[src/rtl/dtim_cfg.svh]
// DTIM configuration macros for word width, bank depth and lane count
`ifndef DTIM_CFG_SVH
`define DTIM_CFG_SVH

////////////////////
// Data path
////////////////////

// Width of a load or store word in bits
`define DTIM_XLEN 32

// Every lane holds one byte of the word
`define DTIM_LANES (`DTIM_XLEN / 8)

////////////////////
// Storage
////////////////////

// Depth of each byte bank in words, which gives 8 word-address bits
`define DTIM_WORDS 256

`endif

[src/rtl/dtimPkg.sv]
// DTIM package with the access code, access size and address and data types
`include "dtim_cfg.svh"

package dtimPkg;

  ////////////////////
  // Access encodings
  ////////////////////

  // Memory-stage access type from the load/store unit
  // Code 11 never occurs and is caught by an assertion in the issue block
  typedef enum logic [1:0] {
    rwNone  = 2'b00,
    rwWrite = 2'b01,
    rwRead  = 2'b10
  } rwT;

  // Access size taken straight from funct3 bits 1:0
  // Bit 2 of funct3 carries the unsigned flag and is handled separately
  typedef enum logic [1:0] {
    sizeByte = 2'd0,
    sizeHalf = 2'd1,
    sizeWord = 2'd2
  } sizeE;

  ////////////////////
  // Data and address
  ////////////////////

  // One full data word as seen by the core
  typedef logic [`DTIM_XLEN-1:0] wordT;

  // Byte address from the execute or memory stage
  typedef logic [`DTIM_XLEN-1:0] adrT;

  // Word address inside one bank
  typedef logic [$clog2(`DTIM_WORDS)-1:0] wordAdrT;

endpackage

[src/rtl/dtimLaneIf.sv]
// DTIM lane interface carrying one byte lane from issue to bank to read alignment
interface dtimLaneIf;
  import dtimPkg::*;

  // Word address shared by all lanes, driven once per lane by the issue block
  wordAdrT    adr;

  // Write strobe for this lane only
  logic       we;

  // Store byte already moved into this lane's position
  logic [7:0] wd;

  // Registered read byte from the bank
  logic [7:0] rd;

  // Issue side sets up the access
  modport issue (output adr, we, wd);

  // The bank performs the access and returns the read byte
  modport bank (input adr, we, wd, output rd);

  // Read alignment only looks at the returned byte
  modport align (input rd);

endinterface

[src/rtl/dtimBank.sv]
// DTIM byte bank with synchronous write and one cycle of registered read latency
`include "dtim_cfg.svh"

module dtimBank (
  input logic     clk,
  input logic     reset,
  dtimLaneIf.bank lane
);

  // Contents are undefined after reset, only the read register is cleared
  logic [7:0] mem [`DTIM_WORDS];

  ////////////////////
  // Write port
  ////////////////////

  // Store lands at the edge that ends the memory stage
  always_ff @(posedge clk) begin
    if (lane.we) begin
      mem[lane.adr] <= lane.wd;
    end
  end

  ////////////////////
  // Read port
  ////////////////////

  // Read every cycle, a write to the same word returns the old byte
  always_ff @(posedge clk) begin
    if (reset) begin
      lane.rd <= '0;
    end else begin
      lane.rd <= mem[lane.adr];
    end
  end

  // An unknown strobe would corrupt the bank silently
  weKnown: assert property (@(posedge clk) disable iff (reset) !$isunknown(lane.we))
    else $error("dtimBank: write strobe is unknown");

endmodule

[src/flat_wrapper.sv]
// flat-port wrapper written by rule: the top's interface ports become plain ports
module dtimBank_flat 
  (clk, reset, lane_adr, lane_we, lane_wd, lane_rd);
  dtimLaneIf lane_i ();
  input logic clk;
  input logic reset;
  input wire logic [$bits(lane_i.adr)-1:0] lane_adr;
  input wire logic [$bits(lane_i.we)-1:0] lane_we;
  input wire logic [$bits(lane_i.wd)-1:0] lane_wd;
  output wire logic [$bits(lane_i.rd)-1:0] lane_rd;
  assign lane_i.adr = lane_adr;
  assign lane_i.we = lane_we;
  assign lane_i.wd = lane_wd;
  assign lane_rd = lane_i.rd;
  dtimBank u_core (.clk(clk), .reset(reset), .lane(lane_i));
endmodule
[config.mk]
export PLATFORM = sky130hd
export DESIGN_NAME = dtimBank_flat
export DESIGN_NICKNAME = d
export VERILOG_FILES = /design/src/rtl/dtimPkg.sv /design/src/rtl/dtimLaneIf.sv /design/src/rtl/dtimBank.sv /design/src/flat_wrapper.sv
export VERILOG_INCLUDE_DIRS = /design/src /design/src/rtl
export SDC_FILE = /design/constraint.sdc
export NUM_CORES = 2
export LEC_CHECK = 0
export BUFFER_PORTS_ARGS = -buffer_cell sky130_fd_sc_hd__buf_2
export CAP_MARGIN = 20
export CELL_PAD_IN_SITES_DETAIL_PLACEMENT = 0
export CELL_PAD_IN_SITES_GLOBAL_PLACEMENT = 1
export CORE_MARGIN = 5
export CORE_UTILIZATION = 42
export CTS_CLUSTER_DIAMETER = 200
export DETAILED_ROUTE_END_ITERATION = 16
export GPL_ROUTABILITY_DRIVEN = 0
export GPL_TIMING_DRIVEN = 0
export PLACE_DENSITY_LB_ADDON = 0.1
export SYNTH_ARGS = -nofsm -noshare
export SYNTH_HDL_FRONTEND = slang
export SYNTH_SLANG_ARGS = --single-unit
[constraint.sdc]
create_clock -name clk -period 7.2 [get_ports clk]
set_input_delay 1.08 -clock clk [delete_from_list [all_inputs] [get_ports clk]]
set_output_delay 1.08 -clock clk [all_outputs]
set_load 0.1 [all_outputs]
Yosys cells after proc, flatten, opt, wreduce, memory -nomap -nowiden

Memory sizes are Yosys's and may differ from the RTL's. A register that Yosys moved wholly into a read port is not among the register bits.
Index checks and enable logic that the tools add are counted.

Input port bits: 19
Register bits after elaboration: 0
Memories: 1
Word-level logic and storage cells: 3
Output and inout port bits: 8
RAM bits: 2,048

Mux-type cells: 2

Memories:

| name       | depth | bits a word | read ports | clocked after memory_dff | write ports | line           | RTL |
|---|---|---|---|---|---|---|---|
| u_core.mem | 256   | 8           | 1          | 1                        | 1           | dtimBank.sv:11 | `` logic [7:0] mem [`DTIM_WORDS]; `` |

Operators with widths:

| operator | number |
|---|---|
| $mux W1  | 2 |

Logic depth before layout (Yosys ltp)

Depth after elaboration: 2
Mapped depth: 13
Mapped depth without buffers: 7

Least setup slack after synthesis

Ideal clock, no wire load.

Path kind: input to register
Start point: input lane_adr[0]
End point: memory u_core.mem[192][0], enable pin
Path slack: 3.499 ns
Library setup time: 0.383 ns
Arrival time: 3.318 ns
Cell stages on the path: 10
Path through: buf_6 buf_6 buf_6 buf_4 buf_4 buf_2 buf_2 or2_2 clkbuf_1 nor3_1

RTL lines:

| item               | line              | RTL |
|---|---|---|
| start: declaration | flat_wrapper.sv:7 | `input wire logic [$bits(lane_i.adr)-1:0] lane_adr;` |
| end: declaration   | dtimBank.sv:11    |  |

No word-level cell before the write port.

Worst setup path in the final report

Start point: input lane_adr[2]
End point: memory u_core.mem[134][2], enable pin

No word-level cell before the write port.

==> impl_metrics.csv <==
group,metric,value,unit
run,drv_cap,0,
final_layout,fin_cells,6922,
sta,slew_violations,0,
clock_network,numCtsBuffers,213,
sta,skew,0.0415,ns
routing,ant_nets,0,
clock_network,cts.clk_slew.worst_paths,0.06,ns
sta,period_needed,6.34,ns
routing,vias,42078,
power_and_ir_drop,sequentialPowerShare,51.7,%
floorplanning,core.rowCount,160,
yosys,synth_nets,3933,
yosys,ys_types,56,
yosys,synth_ff_type,"edfxtp_1",
sta,hold_viol,0,
worst_setup_path,path_max_fanout,10,
place,io_buffers,23,
place,hpwl,182000,microns
worst_setup_path,r2r_slack,3.95,ns
power_and_ir_drop,p_comb_share,5.9,%
global_routing,grt_first_pass_wirelength,360000,microns
worst_setup_path,critPathArrivalTime,6.81,ns
yosys,netlist_area,80100,sq um
final_layout,fin_nets,4244,
place,dp.cells,6520,
floorplanning,die_w,447,microns
final_layout,fillers,15836,
yosys,async_flop_share,0,%
clock_network,postCtsSetupBuffers,0,
run_status,outcome,"complete, no violations",
sta,fin_crit_sh,88.0,%
clock_network,cts-root-buf,"clkbuf_16",
final_layout,drive_above_1_share,22.9,%
worst_setup_path,r2r-start,"u_core.mem[55][2]$_DFFE_PP_",
yosys,syn_inst,3914,
global_routing,grt_pass1_vias,41247,
clock_network,cts.path.max_buffers,3,
power_and_ir_drop,p_int,19.7,mW
worst_setup_path,rr_worst_depth,6,
clock_network,cts.sinks,2056,
power_and_ir_drop,ir_drop,0.188,mV
worst_setup_path,cp-startpoint,"lane_adr[2]",
floorplanning,dieArea,199000,sq um
routing,drt_wl_total,268000,microns
yosys,seq_area_frac_synth,77.0,%
worst_setup_path,cp-endpoint,"u_core.mem[134][2]$_DFFE_PP_",
yosys,yosys_warnings,0,
yosys,avgSynthCellArea,20.5,sq um
sta,grt_setup_unrepaired,"false",
worst_setup_path,critPathKind,"input port to flip-flop",
floorplanning,die_y,447,microns
routing,viasPerCell,6.08,
yosys,netlist_top_cells_area,"edfxtp_1, mux4_2, mux2i_1",
sta,fin_hold_ws,0.486,ns
routing,drcViolationCount,0,
power_and_ir_drop,p_total,25.5,mW
floorplanning,initial_utilization,42.2,%
sta,setup-tns-final,0,ns
yosys,synth_edf_count,2048,
power_and_ir_drop,switching_share,22.8,%
global_routing,grt_use_total,26.8,%
power_and_ir_drop,power.leakage,28.7,nW
clock_network,cts_tree,"yes",
yosys,ys_ff_latch,2056,
sta,slew_headroom,18.8,%
worst_hold_path,min_path_type,"input port to flip-flop",
yosys,yosysTopAreaCell,"edfxtp_1",
global_routing,antenna_found_initial,24,
final_layout,mostFrequentLayoutCell,"edfxtp_1",
routing,post_drt_wl_per_cell,38.7,microns
worst_hold_path,min-delay-start,"lane_wd[1]",
sta,worst_pin_slew,1.22,ns
worst_setup_path,required,7.67,ns
floorplanning,io_pins,27,
floorplanning,core,190000,sq um
clock_network,cts_hold_buf,0,
final_layout,final_cell_mix,"edfxtp_1, mux4_2, mux2i_1, nor2_1, clkbuf_16",
power_and_ir_drop,clkPwrFrac,42.4,%
sta,setup_violations,0,
power_and_ir_drop,power.density,279,nW/um^2
worst_setup_path,crit_path_start_kind,"input port",
worst_setup_path,worst_r2r_endpoint,"u_core.lane.rd[2]$_SDFF_PP0_",
routing,firstDrtPassIters,6,
sta,fmax,158,MHz
global_routing,grt_max_degree,153,
clock_network,h-tree-depth,4,
global_routing,overflow,0,
yosys,synth.top_cell.area_share,76.8,%
power_and_ir_drop,switching_power,5.81,mW
final_layout,syn_to_final_growth,14.1,%
clock_network,insertion_delay,0.86,ns
clock_network,post_cts_resized,0,
routing,drtIter0Drc,5608,
worst_setup_path,cp-end-kind,"flip-flop",
synthesized netlist by cell type, types with 3 or more instances:
cell,n
inv_1,3
o21ai_0,44
o211ai_1,24
and4b_1,8
or4_1,6
nor3_1,59
buf_1,31
nand2_1,82
clkbuf_1,85
a21oi_1,70
edfxtp_1,2048
a221oi_1,8
o2111ai_1,9
nand3_1,40
nor4_1,9
and3_1,9
o22ai_1,42
mux4_2,408
nand2b_1,8
buf_4,32
dfxtp_1,8
nor2b_1,21
a32oi_1,3
a22oi_1,89
o21ai_1,11
or2_2,4
nand4b_1,3
buf_6,11
o211a_1,6
buf_2,83
a31oi_1,13
o2bb2ai_1,14
mux2_2,45
nand4_1,17
nor2_1,255
o311ai_0,5
mux2i_1,256
and2_1,4
a211oi_1,20
layer usage:
layer	vias up	wire length [microns]	global-route usage [%]	share of wire, %
met2	1954	125000	41.8	47
li1	16901	-	-	-
met3	382	21100	4.92	7.9
met4	0	9690	8.79	3.6
met5	-	0	0	0
met1	22841	112000	38.4	42
cell families (layout without fill, tap and decap cells):
group | count (synthesis) | in the layout | synth area share [%]
flip-flops | 2056 | 2056 | 77.0
buffers and inverters | 246 | 735 | 1.54
other | 0 | 8 | 0
AND/OR/NAND/NOR | 534 | 534 | 3.05
AO/OA/AOI/OAI | 369 | 369 | 3.08
multiplexers | 709 | 709 | 15.3
flip-flops by register name (all words and copies together) (netlist names):
register	count
u_core.lane.rd	8
u_core.mem	2048
power by group through the flow:
stage	Combinational, mW	Clock, mW	Sequential, mW
after global routing	1.54	11.5	13.2
after floorplan	0.641	0	13.5
final	1.51	10.8	13.2
after detailed placement	1.50	0	13.5
after CTS	1.50	11.0	13.2
after global placement	1.44	0	13.5
worst min path at each step:
stage,to,slack (ns),depth (start not counted)
finish,u_core.mem[215][1]$_DFFE_PP_,0.49,1
global route,u_core.mem[215][1]$_DFFE_PP_,0.45,1
CTS,u_core.mem[220][1]$_DFFE_PP_,0.43,1
detailed placement,u_core.lane.rd[0]$_SDFF_PP0_,1.15,5
global placement,u_core.lane.rd[0]$_SDFF_PP0_,1.13,5
floorplan,u_core.lane.rd[6]$_SDFF_PP0_,0.77,6
cell type report:
type	instances	area, sq um	share of cell area (%)
Timing Repair Buffer	96	1260	1.37
Inverter	4	15.0	0.0164
Clock inverter	128	1190	1.30
Tap cell	2511	3140	3.44
Multi-Input combinational cell	1612	17300	18.9
Antenna cell	8	20.0	0.0219
Sequential cell	2056	61700	67.5
Buffer	242	1240	1.35
Clock buffer	265	5570	6.09
worst max-delay path: stages:
cell and delay [ns]:
buf_2 0.18, buf_2 0.40, nor2b_1 0.69, buf_2 0.53, buf_1 0.89, buf_1 0.61
nand3_1 0.62, clkbuf_2 0.73, nor2_1 1.03
stage by stage:
step / worst slack [ns] / util (%) / area [sq um]
2_1_floorplan: 3.50 / - / 80100
3_3_place_gp: -0.259 / 43.9 / 83300
3_5_place_dp: 0.271 / 44.6 / 84600
4_1_cts: 1.18 / 48.1 / 91300
5_1_grt: 1.17 / 48.1 / 91400
6_report: 0.861 / 48.1 / 91400
No activity file was read; power rests on OpenSTA's default activity.
